**config.mk**
```make
export PLATFORM = sky130hd
export DESIGN_NAME = pma_checker_top
export DESIGN_NICKNAME = d
export VERILOG_FILES = /design/src/verilog/pma_pkg.sv /design/src/verilog/pma_attr_resolve.sv /design/src/verilog/pma_checker_top.sv /design/src/verilog/pma_region_match.sv /design/src/verilog/pma_req_stage.sv
export SDC_FILE = /design/constraint.sdc
export NUM_CORES = 1
export LEC_CHECK = 0
export ABC_AREA = 1
export BUFFER_PORTS_ARGS = -buffer_cell sky130_fd_sc_hd__buf_2
export CORE_ASPECT_RATIO = 0.7
export CORE_MARGIN = 2
export CORE_UTILIZATION = 52
export DETAILED_ROUTE_END_ITERATION = 8
export PLACE_DENSITY_LB_ADDON = 0.08
export SYNTH_ARGS = -nofsm -noshare
export SYNTH_HDL_FRONTEND = slang
export SYNTH_HIERARCHICAL = 1
export SYNTH_SLANG_ARGS = --single-unit
export TNS_END_PERCENT = 30
```
**constraint.sdc**
```tcl
create_clock -name clk -period 1.61 [get_ports clk]
set_clock_uncertainty 0.05 [all_clocks]
set_input_delay 0.161 -clock clk [delete_from_list [all_inputs] [get_ports clk]]
set_output_delay 0.161 -clock clk [all_outputs]
set_load 0.01 [all_outputs]
```
**src/verilog/pma_pkg.sv**
```systemverilog
//////////////////////////////////////////////////
// Shared types for the PMA checker pipeline.
// Region bounds are word addresses, so a region
// always starts and ends on a 4-byte boundary.
// The region table holds at most MAX_REGIONS.
//////////////////////////////////////////////////

`default_nettype none

package pma_pkg;

  // Upper bound on region table entries and width of the match list
  localparam int MAX_REGIONS = 16;

  // One region of the attribute table
  // The region covers word_addr_low*4 up to but excluding word_addr_high*4
  typedef struct packed {
    logic [29:0] word_addr_low;
    logic [29:0] word_addr_high;
    logic        main;
    logic        bufferable;
    logic        cacheable;
    logic        integrity;
  } pma_cfg_t;

  // Kind of access, so that one checker serves fetches, loads and stores
  typedef enum logic [1:0] {
    ACC_INSTR = 2'd0,
    ACC_LOAD  = 2'd1,
    ACC_STORE = 2'd2
  } access_kind_e;

  // Access request as seen at the pipeline input
  typedef struct packed {
    logic [31:0]  addr;
    access_kind_e kind;
    logic         misaligned;
    logic         pushpop;
    logic         dbg;
  } pma_req_t;

  // Result of the region lookup together with the request it belongs to
  typedef struct packed {
    pma_req_t               req;
    logic [MAX_REGIONS-1:0] match_list;
    logic                   have_match;
    logic [3:0]             match_idx;
  } pma_match_t;

  // Final classification of one access
  typedef struct packed {
    logic [31:0]            addr;
    logic [MAX_REGIONS-1:0] match_list;
    logic                   have_match;
    logic [3:0]             match_idx;
    logic                   allow;
    logic                   main;
    logic                   bufferable;
    logic                   cacheable;
    logic                   integrity;
    logic                   override_dm;
    logic                   accesses_dmregion;
    logic                   accesses_jvt;
  } pma_status_t;

endpackage

`default_nettype wire

```
**src/verilog/pma_attr_resolve.sv**
```systemverilog
//////////////////////////////////////////////////
// Third stage, attribute resolution.
// jvt_base_i is a level and is sampled here, so
// it must be stable while accesses are in flight.
// The debug region bounds are both inclusive.
//////////////////////////////////////////////////

`timescale 1ns/1ps
`default_nettype none

module pma_attr_resolve
  import pma_pkg::*;
#(
  parameter logic [31:0] DM_REGION_START = 32'h1A11_0000,
  parameter logic [31:0] DM_REGION_END   = 32'h1A11_0FFF,
  parameter int          PMA_NUM_REGIONS = 0,
  parameter pma_cfg_t    PMA_CFG [MAX_REGIONS] = '{default: '0}
)(
  input  wire             clk,
  input  wire             arst_n_i,

  input  wire             match_valid_i,
  input  wire pma_match_t match_i,
  input  wire [31:0]      jvt_base_i,

  output logic            status_valid_o,
  output pma_status_t     status_o
);

  // Byte span of the jump vector table window above its base
  localparam int JVT_SPAN = 1020;

  // Without a table everything is main memory, otherwise unmatched space is I/O
  localparam pma_cfg_t CFG_DEFAULT = '{
    word_addr_low:  '0,
    word_addr_high: '0,
    main:           (PMA_NUM_REGIONS == 0),
    bufferable:     1'b0,
    cacheable:      1'b0,
    integrity:      1'b0
  };

  localparam pma_cfg_t CFG_DEBUG = '{
    word_addr_low:  '0,
    word_addr_high: '0,
    main:           1'b1,
    bufferable:     1'b0,
    cacheable:      1'b0,
    integrity:      1'b0
  };

  pma_req_t    req;
  pma_cfg_t    cfg_eff;
  logic        accesses_dmregion;
  logic        override_dm;
  logic        accesses_jvt;
  logic        allow;
  logic [32:0] jvt_top;
  pma_status_t status_d;

  assign req = match_i.req;

  assign accesses_dmregion = (DM_REGION_START <= req.addr) && (req.addr <= DM_REGION_END);
  assign override_dm       = req.dbg && accesses_dmregion;

  always_comb begin
    if (override_dm) begin
      cfg_eff = CFG_DEBUG;
    end else if (match_i.have_match) begin
      cfg_eff = PMA_CFG[match_i.match_idx];
    end else begin
      cfg_eff = CFG_DEFAULT;
    end
    // Only stores may be buffered
    if (req.kind != ACC_STORE) begin
      cfg_eff.bufferable = 1'b0;
    end
  end

  // Fetches need main memory, data accesses only when misaligned or push/pop
  always_comb begin
    if (override_dm) begin
      allow = 1'b1;
    end else if (req.kind == ACC_INSTR) begin
      allow = cfg_eff.main;
    end else begin
      allow = cfg_eff.main || (!req.misaligned && !req.pushpop);
    end
  end

  // 33-bit top so a base near the end of memory does not wrap
  assign jvt_top      = {1'b0, jvt_base_i} + 33'(JVT_SPAN);
  assign accesses_jvt = (jvt_base_i <= req.addr) && ({1'b0, req.addr} <= jvt_top);

  always_comb begin
    status_d.addr              = req.addr;
    status_d.match_list        = match_i.match_list;
    status_d.have_match        = match_i.have_match;
    status_d.match_idx         = match_i.match_idx;
    status_d.allow             = allow;
    status_d.main              = cfg_eff.main;
    status_d.bufferable        = cfg_eff.bufferable;
    status_d.cacheable         = cfg_eff.cacheable;
    status_d.integrity         = cfg_eff.integrity;
    status_d.override_dm       = override_dm;
    status_d.accesses_dmregion = accesses_dmregion;
    status_d.accesses_jvt      = accesses_jvt;
  end

  always_ff @(posedge clk or negedge arst_n_i) begin
    if (!arst_n_i) begin
      status_valid_o <= 1'b0;
    end else begin
      status_valid_o <= match_valid_i;
    end
  end

  always_ff @(posedge clk or negedge arst_n_i) begin
    if (!arst_n_i) begin
      status_o <= '0;
    end else if (match_valid_i) begin
      status_o <= status_d;
    end
  end

endmodule

`default_nettype wire

```
**src/verilog/pma_checker_top.sv**
```systemverilog
//////////////////////////////////////////////////
// PMA checker, three cycles from request to
// status, one request per cycle, results in
// order. There is no stall and no handshake.
//////////////////////////////////////////////////

`timescale 1ns/1ps
`default_nettype none

module pma_checker_top
  import pma_pkg::*;
#(
  parameter logic [31:0] DM_REGION_START = 32'h1A11_0000,
  parameter logic [31:0] DM_REGION_END   = 32'h1A11_0FFF,
  parameter int          PMA_NUM_REGIONS = 0,
  parameter pma_cfg_t    PMA_CFG [MAX_REGIONS] = '{default: '0}
)(
  input  wire              clk,
  input  wire              arst_n_i,

  input  wire              req_valid_i,
  input  wire pma_req_t    req_i,
  input  wire [31:0]       jvt_base_i,

  output wire              status_valid_o,
  output wire pma_status_t status_o
);

  wire             req_valid;
  wire pma_req_t   req_q;
  wire             match_valid;
  wire pma_match_t match_q;

  pma_req_stage i_req_stage (
    .clk         (clk),
    .arst_n_i    (arst_n_i),
    .req_valid_i (req_valid_i),
    .req_i       (req_i),
    .req_valid_o (req_valid),
    .req_o       (req_q)
  );

  pma_region_match #(
    .PMA_NUM_REGIONS (PMA_NUM_REGIONS),
    .PMA_CFG         (PMA_CFG)
  ) i_region_match (
    .clk           (clk),
    .arst_n_i      (arst_n_i),
    .req_valid_i   (req_valid),
    .req_i         (req_q),
    .match_valid_o (match_valid),
    .match_o       (match_q)
  );

  pma_attr_resolve #(
    .DM_REGION_START (DM_REGION_START),
    .DM_REGION_END   (DM_REGION_END),
    .PMA_NUM_REGIONS (PMA_NUM_REGIONS),
    .PMA_CFG         (PMA_CFG)
  ) i_attr_resolve (
    .clk            (clk),
    .arst_n_i       (arst_n_i),
    .match_valid_i  (match_valid),
    .match_i        (match_q),
    .jvt_base_i     (jvt_base_i),
    .status_valid_o (status_valid_o),
    .status_o       (status_o)
  );

endmodule

`default_nettype wire

```
**src/verilog/pma_region_match.sv**
```systemverilog
//////////////////////////////////////////////////
// Second stage, region lookup.
// Regions are fixed by PMA_CFG at build time and
// only the first PMA_NUM_REGIONS entries count.
// With overlapping regions the lowest index wins.
//////////////////////////////////////////////////

`timescale 1ns/1ps
`default_nettype none

module pma_region_match
  import pma_pkg::*;
#(
  parameter int       PMA_NUM_REGIONS = 0,
  parameter pma_cfg_t PMA_CFG [MAX_REGIONS] = '{default: '0}
)(
  input  wire           clk,
  input  wire           arst_n_i,

  input  wire           req_valid_i,
  input  wire pma_req_t req_i,

  output logic          match_valid_o,
  output pma_match_t    match_o
);

  logic [MAX_REGIONS-1:0] match_list;
  logic                   have_match;
  logic [3:0]             match_idx;
  logic [33:0]            addr_ext;

  // Compare on 34 bits so the upper bound never wraps
  assign addr_ext = {2'b00, req_i.addr};

  for (genvar i = 0; i < MAX_REGIONS; i++) begin : gen_match
    logic [33:0] low;
    logic [33:0] high;

    assign low  = {2'b00, PMA_CFG[i].word_addr_low, 2'b00};
    assign high = {2'b00, PMA_CFG[i].word_addr_high, 2'b00};

    // Entries past the configured count never match
    assign match_list[i] = (i < PMA_NUM_REGIONS) && (low <= addr_ext) && (addr_ext < high);
  end

  // Priority encoder, scanned from the top so the lowest hit is kept last
  always_comb begin
    have_match = 1'b0;
    match_idx  = '0;
    for (int i = MAX_REGIONS - 1; i >= 0; i--) begin
      if (match_list[i]) begin
        have_match = 1'b1;
        match_idx  = 4'(i);
      end
    end
  end

  always_ff @(posedge clk or negedge arst_n_i) begin
    if (!arst_n_i) begin
      match_valid_o <= 1'b0;
    end else begin
      match_valid_o <= req_valid_i;
    end
  end

  always_ff @(posedge clk or negedge arst_n_i) begin
    if (!arst_n_i) begin
      match_o <= '0;
    end else if (req_valid_i) begin
      match_o.req        <= req_i;
      match_o.match_list <= match_list;
      match_o.have_match <= have_match;
      match_o.match_idx  <= match_idx;
    end
  end

endmodule

`default_nettype wire

```
**src/verilog/pma_req_stage.sv**
```systemverilog
//////////////////////////////////////////////////
// First pipeline stage, registers the request.
// No back-pressure: every valid strobe is taken.
// The payload holds its value in idle cycles.
//////////////////////////////////////////////////

`timescale 1ns/1ps
`default_nettype none

module pma_req_stage
  import pma_pkg::*;
(
  input  wire           clk,
  input  wire           arst_n_i,

  input  wire           req_valid_i,
  input  wire pma_req_t req_i,

  output logic          req_valid_o,
  output pma_req_t      req_o
);

  // Valid bit, one cycle behind the input strobe
  always_ff @(posedge clk or negedge arst_n_i) begin
    if (!arst_n_i) begin
      req_valid_o <= 1'b0;
    end else begin
      req_valid_o <= req_valid_i;
    end
  end

  // Only load the payload with a live request, which keeps the downstream
  // comparators quiet while the pipeline is idle
  always_ff @(posedge clk or negedge arst_n_i) begin
    if (!arst_n_i) begin
      req_o <= '0;
    end else if (req_valid_i) begin
      req_o <= req_i;
    end
  end

endmodule

`default_nettype wire
```
==> results of run 1 <==
==> registers in the layout, indices dropped and copies added, names as in the netlist <==
signal and flops:
i_attr_resolve/status_o 58, i_region_match/match_o 37, i_req_stage/req_o 37, i_attr_resolve/status_valid_o 1, i_region_match/match_valid_o 1, i_req_stage/req_valid_o 1
==> stage by stage <==
| stage | hold WS (ns) | utilization | setup WS, ns |
|---|---|---|---|
| 2_1_floorplan | -0.185 | - | -0.456 |
| 3_3_place_gp | -0.00999 | 0.660 | -0.808 |
| 3_5_place_dp | -0.00786 | 0.660 | -0.815 |
| 4_1_cts | 0.0990 | 0.735 | -0.317 |
| 5_1_grt | 0.133 | 0.739 | -0.557 |
| 6_report | 0.117 | 0.739 | -0.381 |
==> logic make-up (layout without fill, tap and decap cells) <==
| family | Yosys count | in the layout | share of synthesized area |
|---|---|---|---|
| and+or+nand+nor | 522 | 522 | 0.276 |
| DFF | 135 | 135 | 0.447 |
| buffers and inverters | 122 | 403 | 0.0834 |
| AOI/OAI and AO/OA | 77 | 77 | 0.0538 |
| adders and majority gates | 65 | 65 | 0.108 |
| xor gates and xnor gates | 27 | 27 | 0.0313 |
| other | 2 | 24 | 0.000993 |
==> power by group <==
| group | internal, mW | switching, mW | total [mW] |
|---|---|---|---|
| clock network | 2.24 | 1.68 | 3.91 |
| logic | 1.06 | 1.24 | 2.30 |
| registers | 3.75 | 0.246 | 3.99 |
| total | 7.05 | 3.16 | 10.2 |
==> placed cells by master, fill, tap and decap left out, types with 2 or more instances in the layout <==
cell,instances
sky130_fd_sc_hd__nand2_1,413
sky130_fd_sc_hd__dfrtp_1,135
sky130_fd_sc_hd__buf_4,128
sky130_fd_sc_hd__buf_2,123
sky130_fd_sc_hd__inv_1,66
sky130_fd_sc_hd__ha_1,64
sky130_fd_sc_hd__nor2_1,39
sky130_fd_sc_hd__dlygate4sd3_1,38
sky130_fd_sc_hd__o21ai_0,38
sky130_fd_sc_hd__a21oi_1,27
sky130_fd_sc_hd__conb_1,24
sky130_fd_sc_hd__clkbuf_16,17
sky130_fd_sc_hd__nand3_1,16
sky130_fd_sc_hd__nand4_1,15
sky130_fd_sc_hd__xor2_1,15
sky130_fd_sc_hd__xnor2_1,10
sky130_fd_sc_hd__nor3_1,7
sky130_fd_sc_hd__nor2_2,6
sky130_fd_sc_hd__buf_12,5
sky130_fd_sc_hd__buf_6,5
sky130_fd_sc_hd__inv_8,4
sky130_fd_sc_hd__inv_6,4
sky130_fd_sc_hd__nand2_2,4
sky130_fd_sc_hd__inv_2,4
sky130_fd_sc_hd__nor4_1,4
sky130_fd_sc_hd__nor3_2,4
sky130_fd_sc_hd__clkinvlp_4,3
sky130_fd_sc_hd__nand3_2,3
sky130_fd_sc_hd__nor2_4,3
sky130_fd_sc_hd__o21bai_1,3
sky130_fd_sc_hd__a21o_1,3
sky130_fd_sc_hd__clkinv_4,2
sky130_fd_sc_hd__nand2_4,2
sky130_fd_sc_hd__o21ai_1,2
sky130_fd_sc_hd__nor4_2,2
sky130_fd_sc_hd__o21a_1,2
==> worst paths after layout <==
check                           slack (ns)                                    start                                 endpoint  cells past startpoint
worst max-delay path                 -0.38                           jvt_base_i[12]   i_attr_resolve/status_o[0]$_DFFE_PN0P_                     19
worst min-delay path                  0.12                                 arst_n_i        i_req_stage/req_o[11]$_DFFE_PN0P_                      2
worst max register to register       -0.33   i_region_match/match_o[57]$_DFFE_PN0P_   i_attr_resolve/status_o[0]$_DFFE_PN0P_                     11
worst min register to register        0.42  i_attr_resolve/status_o[26]$_DFFE_PN0P_  i_attr_resolve/status_o[26]$_DFFE_PN0P_                      2
max in group asynchronous             0.80                                 arst_n_i  i_attr_resolve/status_o[50]$_DFFE_PN0P_                      3
min in group clk                      0.17                              req_valid_i        i_req_stage/req_valid_o$_DFF_PN0_                      2
==> per-layer routing <==
metal	vias to the layer above	GRT usage	wire, microns
met1	3198	0.436	10600
met5	-	0	0
met4	0	0.0503	132
li1	3546	-	-
met3	9	0.0432	1260
met2	212	0.392	8480
==> timing repair <==
action | in CTS | in global routing
setup endpoints to repair | 5 | 5
pin swaps | 0 | 6
hold buffers | 38 | 0
setup buffers | 1 | 2
endpoints found under the hold margin | 172 | 0
resized for setup | 18 | 9
==> worst max-delay path: cells and delay by family <==
| kind | cells | cell delay (ns) |
|---|---|---|
| compound gates | 2 | 0.28 |
| xor+xnor | 1 | 0.18 |
| buf+inv | 2 | 0.17 |
| fa+ha+maj | 1 | 0.31 |
| simple gates | 13 | 1.18 |
==> cell type report <==
type | instances | area (sq um) | area share
tap | 190 | 238 | 0.0229
clock buffer | 18 | 439 | 0.0423
timing repair buffer | 299 | 2110 | 0.204
inverter | 72 | 290 | 0.0280
sequential | 135 | 3380 | 0.325
clock inverter | 14 | 155 | 0.0149
multi-input combinational | 715 | 3770 | 0.363
==> summary.md, run 1 <==
Dividing the detail-routed via count by the number of cells gives 4.83. The area fraction of the dominant cell type after synthesis was 0.447. The largest total area in the synthesized netlist belongs to sky130_fd_sc_hd__dfrtp_1. The design draws 10.2 mW. The logs give 5 for the number of setup violations in the final report and 7560 sq um for the post-synthesis instance area.

The fraction of layout instances using a drive strength above 1 is 0.263, and the post-layout worst setup margin is -0.381 ns. The tools report the starting density of the core as 0.538. In this run the number of H-tree levels came out at 4.

Among all flip-flop cells after synthesis, the most frequent one is sky130_fd_sc_hd__dfrtp_1. For this design, the slowest cell found on the critical path is sky130_fd_sc_hd__ha_1. Setup repair after global routing could not meet its margin everywhere. The gate count after technology mapping was 950; the highest achievable clock rate was 502 MHz. Nature of the critical path endpoint: a flop. From bottom edge to top edge, the die measures 105 microns.

For this design the top-level I/O count stands at 134. The flow ran to the end, but the final reports show violations. The number of global-route vias before repair is 6579, and the number of max-slew violations in the final report is 0.

The number of hold-slack violations in the final timing report came out at 0. CTS saw 135 sinks. Initial antenna violation count: 0. The most frequently used cell type in the post-synthesis netlist is sky130_fd_sc_hd__nand2_1. The commonest cells after synthesis are sky130_fd_sc_hd__nand2_1, sky130_fd_sc_hd__dfrtp_1, sky130_fd_sc_hd__inv_1, sky130_fd_sc_hd__ha_1, sky130_fd_sc_hd__nor2_1. Buffers inserted during clock tree synthesis total 17. TritonCTS built the clock tree. At the pin with the least slew margin, the transition time is 0.600 ns.

At the end of the flow, the number of nets in the layout was 1377. For this block, the initial DRC count from the detailed router was 563. During synthesis, Yosys emitted a total of 6 warnings. The run gives 0 as the remaining global-route overflow. The die outline area is 15500 sq um, and the total detailed-routing wirelength is 20500 microns. The critical path start-end classification was primary input to flop. The number of buffers inserted by port buffering works out to 130. The number of different library cells used by synthesis comes to 28. The checks that failed: setup timing. The startpoint class of the critical path is a primary input. The chip width is 148 microns. The mean routed wirelength per cell was 14.2 microns; the worst ir drop on vdd was 0.000761 V.

The total power divided by cell area was 983 nW/um^2. The run gives 1370 as the cell count after placement. Maximum single-stage delay on the critical path: 0.31 ns.

Compared with the post-synthesis result, the final layout area differs by 37.3%. The run gives 0.447 as the sequential area share after synthesis. The cell leakage power was 5.74 nW.

Worst min-delay path category: primary input to asynchronous set/reset pin. The number of antenna diodes in the final layout is 0. The number of core rows came out at 36.

Sorting the synthesized cells by area gives the leading types as sky130_fd_sc_hd__dfrtp_1, sky130_fd_sc_hd__nand2_1, sky130_fd_sc_hd__ha_1, sky130_fd_sc_hd__inv_1, sky130_fd_sc_hd__buf_4. Most repeated library cell on the critical path: sky130_fd_sc_hd__nand2_1. The global-route wire length before repair was 33400 microns; the register bit count reported by yosys was 135.

The post-detailed-route DRC marker count was 0. The signal on the critical path passes through buf_4 > nand2_2 > nor2_2 > nand3_2 > nor2_4 > nand3_2 > nor2_2 > nand3_1 > xor2_1 > ha_1 > a21oi_1 > nor2_1 > o21ai_1 > nand2_1 > inv_1 > nand2_1 > nand2_1 > nand2_1 > nand2_1. Averaged over all synthesized cells, the footprint is 7.96 sq um. The aggregate global-route resource usage came out at 0.273.

The insertion delay to the later sink of the worst-skew pair was 0.41 ns; the number of synthesized flops with an enable pin was 0. The routed via count was 6965; the max-slew headroom at the worst pin was 0.599. After clock tree synthesis, the clock-pin slew on the worst setup and hold paths is 0.07 ns. The logs give 1443 for the non-filler instance count after layout and -0.669 ns for the post-route setup TNS. The run gives 0 as the remaining antenna violation count after routing.

The logs give 69 for the maximum number of pins on one net before global-route repair and 0 for the max-cap violation count. The region available for standard cell placement spans 14100 sq um. The post-layout instance area was 10400 sq um; the arrival time of data at the critical path endpoint was 2.29 ns.

The placed instances occupy a cell area of 9270 sq um. The layout has 1084 filler cells. The placed wire-length estimate came out at 14500 microns. At the worst endpoint, the required time is 1.91 ns.

The tools report the deepest clock path buffer count as 2. The first TritonRoute pass finished after 5 iterations. The fraction of synthesis flops using an asynchronous set or reset pin is 1.00, and the weighted congestion at the end of routability-driven global placement is 0.930. The part of the cycle the worst path needs came out at 1.24.

The tree is rooted in a sky130_fd_sc_hd__clkbuf_16. The smallest clock period supported by the final layout is computed as 1.99 ns. Of all nets on the critical path, the largest fanout is 3.
No activity file was read; power rests on OpenSTA's default activity.
==> inputs of run 2 (changes only) <==
==> constraint.sdc (replaced) <==
create_clock -name clk -period 1.8 [get_ports clk]
set_clock_uncertainty 0.05 [all_clocks]
set_input_delay 0.18 -clock clk [delete_from_list [all_inputs] [get_ports clk]]
set_output_delay 0.18 -clock clk [all_outputs]
set_load 0.05 [all_outputs]
==> run 2 against run 1 <==
Against the previous run:
- the flow still finishes with violations (setup timing)
- hold slack better by 0.076 ns
- critical path type unchanged
- register-to-register slack better by 0.09 ns
- cell count down 0.90%
- routed wire length increased by 1.2%
- clock power is 9.5% lower
- total power is 5.6% lower
- sequential power fell by 10%
==> summary.md, run 2 (synthesis results as in run 1) <==
Layout overhead on the synthesized area: 35.9%. In the routed design, unresolved DRC markers number 0. Setup repair after global routing could not meet its margin everywhere.

The number of max-slew violations in the final report is 0. Measured in cells, the most critical reg-to-reg path has a length of 11. The weighted congestion at the end of routability-driven global placement is 0.887, and the remaining global-route overflow is 0.

Register name with the most flops: i_attr_resolve/status_o. For the worst ir drop on vdd, the log shows 0.000746 V. The data required time at the worst endpoint is 2.06 ns, and the routed via count is 7017.

STA classifies the critical path endpoint as a flop. Dividing the detail-routed via count by the number of cells gives 4.91. The total power divided by cell area works out to 937 nW/um^2. The logs give 476 for the number of DRC violations after detailed-routing iteration 0 and 14800 microns for the placed wire-length estimate. The max-slew headroom at the worst pin came out at 0.567.

The worst hold path belongs to the class primary input to flop. The run gives 0.538 as the starting density of the core. Clock root buffer: sky130_fd_sc_hd__clkbuf_16. The post-route setup TNS came out at -0.247 ns. The worst setup path is launched from a primary input.

The post-layout minimum cycle time was 2.05 ns. The initial antenna violation count was 0; the flip-flop count of the largest register, all copies and words added was 58. The count of nets left with antenna violations once routing finished came out at 0. The fraction of layout instances using a drive strength above 1 is 0.259. The first global-routing pass estimated 33600 microns of wire. TritonCTS built the clock tree. The final reports fail on setup timing. The final net count is 1364. The run gives 5.67 nW as the cell leakage power. Leaving out fill and tap cells, the most frequent cell in the layout is sky130_fd_sc_hd__nand2_1. Input and output buffers added on the ports amount to 130. The logs give 0.275 for the aggregate global-route resource usage and 15500 sq um for the die outline area.

The critical path is of the primary input to flop type. The non-filler instance count after layout was 1430; the total detailed-routing wirelength was 20700 microns. In this run the worst path has a maximum fanout of 3. The tools report the number of setup violations in the final report as 1. The finished cells cover 10300 sq um. The post-layout worst setup margin is -0.247 ns. Clock-pin slew was measured on the worst setup and hold paths at 0.07 ns. The flow ran to the end, but the final reports show violations.

In the final layout, the registers with the most flip-flops are i_attr_resolve/status_o (58), i_region_match/match_o (37), i_req_stage/req_o (37). The later pin in the worst-skew pair is clocked with a latency of 0.41 ns. The die is 148 microns wide. Data arrives at the worst endpoint at 2.31 ns.

The clock passes through at most 2 buffers. The run gives 56 as the maximum number of pins on one net before global-route repair. The highest achievable clock rate is 489 MHz, and the hold path depth is 2.

The number of hold-slack violations in the final timing report was 0; the number of core rows was 36. Max-cap violations in this run came to 0. The number of top-level pins was 134; the count of TritonRoute iterations in the first routing pass was 5.

The logs give 6696 for the number of global-route vias before repair and 1128 for the count of filler cells inserted in the layout. The tree built by TritonCTS fans out to 135 sinks. The library cells used most frequently in the layout, excluding fill and tap cells, are sky130_fd_sc_hd__nand2_1, sky130_fd_sc_hd__dfrtp_1, sky130_fd_sc_hd__buf_2. The tools report the total CTS buffers as 17. The H-tree was split into 4 levels. Timing analysis after detailed placement gives a worst setup slack of -0.730 ns.

The die height works out to 105 microns. The number of antenna diodes in the final layout is 0. The logs give 9.63 mW for the power consumption and 14100 sq um for the standard cell core area.

After detailed placement, the total cell area comes to 9150 sq um. At the pin with the least slew margin, the transition time is 0.649 ns. The part of the cycle the worst path needs works out to 1.14. After detailed routing, the average wire length per cell comes to 14.5 microns. The number of placed instances, taps included, is 1359.
==> run 2: changes by cell type in the layout (fill, tap and decap cells not counted), sizes merged <==
cell	before	now
inv	79	81
clkbuf	18	17
clkinv	3	4
clkinvlp	3	1
buf	261	248
==> run 2: final timing paths <==
check | startpoint | to | slack (ns)
worst max-delay path | jvt_base_i[16] | i_attr_resolve/status_o[0]$_DFFE_PN0P_ | -0.25
worst min-delay path | req_valid_i | i_req_stage/req_valid_o$_DFF_PN0_ | 0.19
worst max register to register | i_region_match/match_o[55]$_DFFE_PN0P_ | i_attr_resolve/status_o[0]$_DFFE_PN0P_ | -0.24
worst min register to register | i_attr_resolve/status_o[9]$_DFFE_PN0P_ | i_attr_resolve/status_o[9]$_DFFE_PN0P_ | 0.41
max in group asynchronous | arst_n_i | i_req_stage/req_o[18]$_DFFE_PN0P_ | 0.82
min in group asynchronous | arst_n_i | i_req_stage/req_o[7]$_DFFE_PN0P_ | 0.21
==> run 2: final cells by class <==
cell class / count / area [sq um] / share of cell area
Inverter: 72 / 290 / 0.0282
Clock inverter: 15 / 178 / 0.0173
Clock buffer: 17 / 425 / 0.0414
Timing Repair Buffer: 286 / 1970 / 0.192
Sequential cell: 135 / 3380 / 0.329
Tap cell: 190 / 238 / 0.0231
Multi-Input combinational cell: 715 / 3800 / 0.369
==> run 2: metal layers <==
layer  share of wire  track usage  routed length, microns  vias to the layer above
met3           0.067       0.0480                    1390                       18
met4           0.011       0.0558                     220                        0
met1            0.51        0.425                   10500                     3251
met5               0            0                       0                        -
met2            0.42        0.405                    8650                      226
li1                -            -                       -                     3522
==> run 2: what timing repair did <==
item                                    4_1_cts  5_1_grt
endpoints found under the setup margin        4        5
setup buffers                                 0        1
gates resized for setup                      12       20
hold endpoints to repair                     81        0
hold buffers                                 38        0
pin swaps                                     1        2
==> run 2: power by group <==
part	switching [mW]	total, mW	internal [mW]
Combinational	1.59	2.51	0.923
Clock	1.55	3.54	1.99
Sequential	0.232	3.58	3.35
Total	3.37	9.63	6.27
==> run 2: worst max-delay path, cell delays in order <==
cell and delay (ns):
sky130_fd_sc_hd__buf_2 0.09, sky130_fd_sc_hd__nand4_1 0.13, sky130_fd_sc_hd__or3_4 0.39, sky130_fd_sc_hd__nor2_4 0.14, sky130_fd_sc_hd__nand2_4 0.08, sky130_fd_sc_hd__xnor2_1 0.18
sky130_fd_sc_hd__inv_1 0.08, sky130_fd_sc_hd__ha_1 0.29, sky130_fd_sc_hd__nand2_1 0.09, sky130_fd_sc_hd__o21ai_0 0.25, sky130_fd_sc_hd__a21oi_1 0.07, sky130_fd_sc_hd__nand2_1 0.07
sky130_fd_sc_hd__nand2_1 0.05, sky130_fd_sc_hd__nand2_1 0.06, sky130_fd_sc_hd__nand2_1 0.04, sky130_fd_sc_hd__nand2_1 0.05, sky130_fd_sc_hd__nand2_1 0.05
==> run 2: per-stage QoR <==
step                      utilization  hold WS, ns
after floorplan                     -       -0.166
after global placement          0.651       0.0987
after detailed placement        0.651       0.0980
after CTS                       0.725        0.173
after global routing            0.731        0.198
final                           0.731        0.193
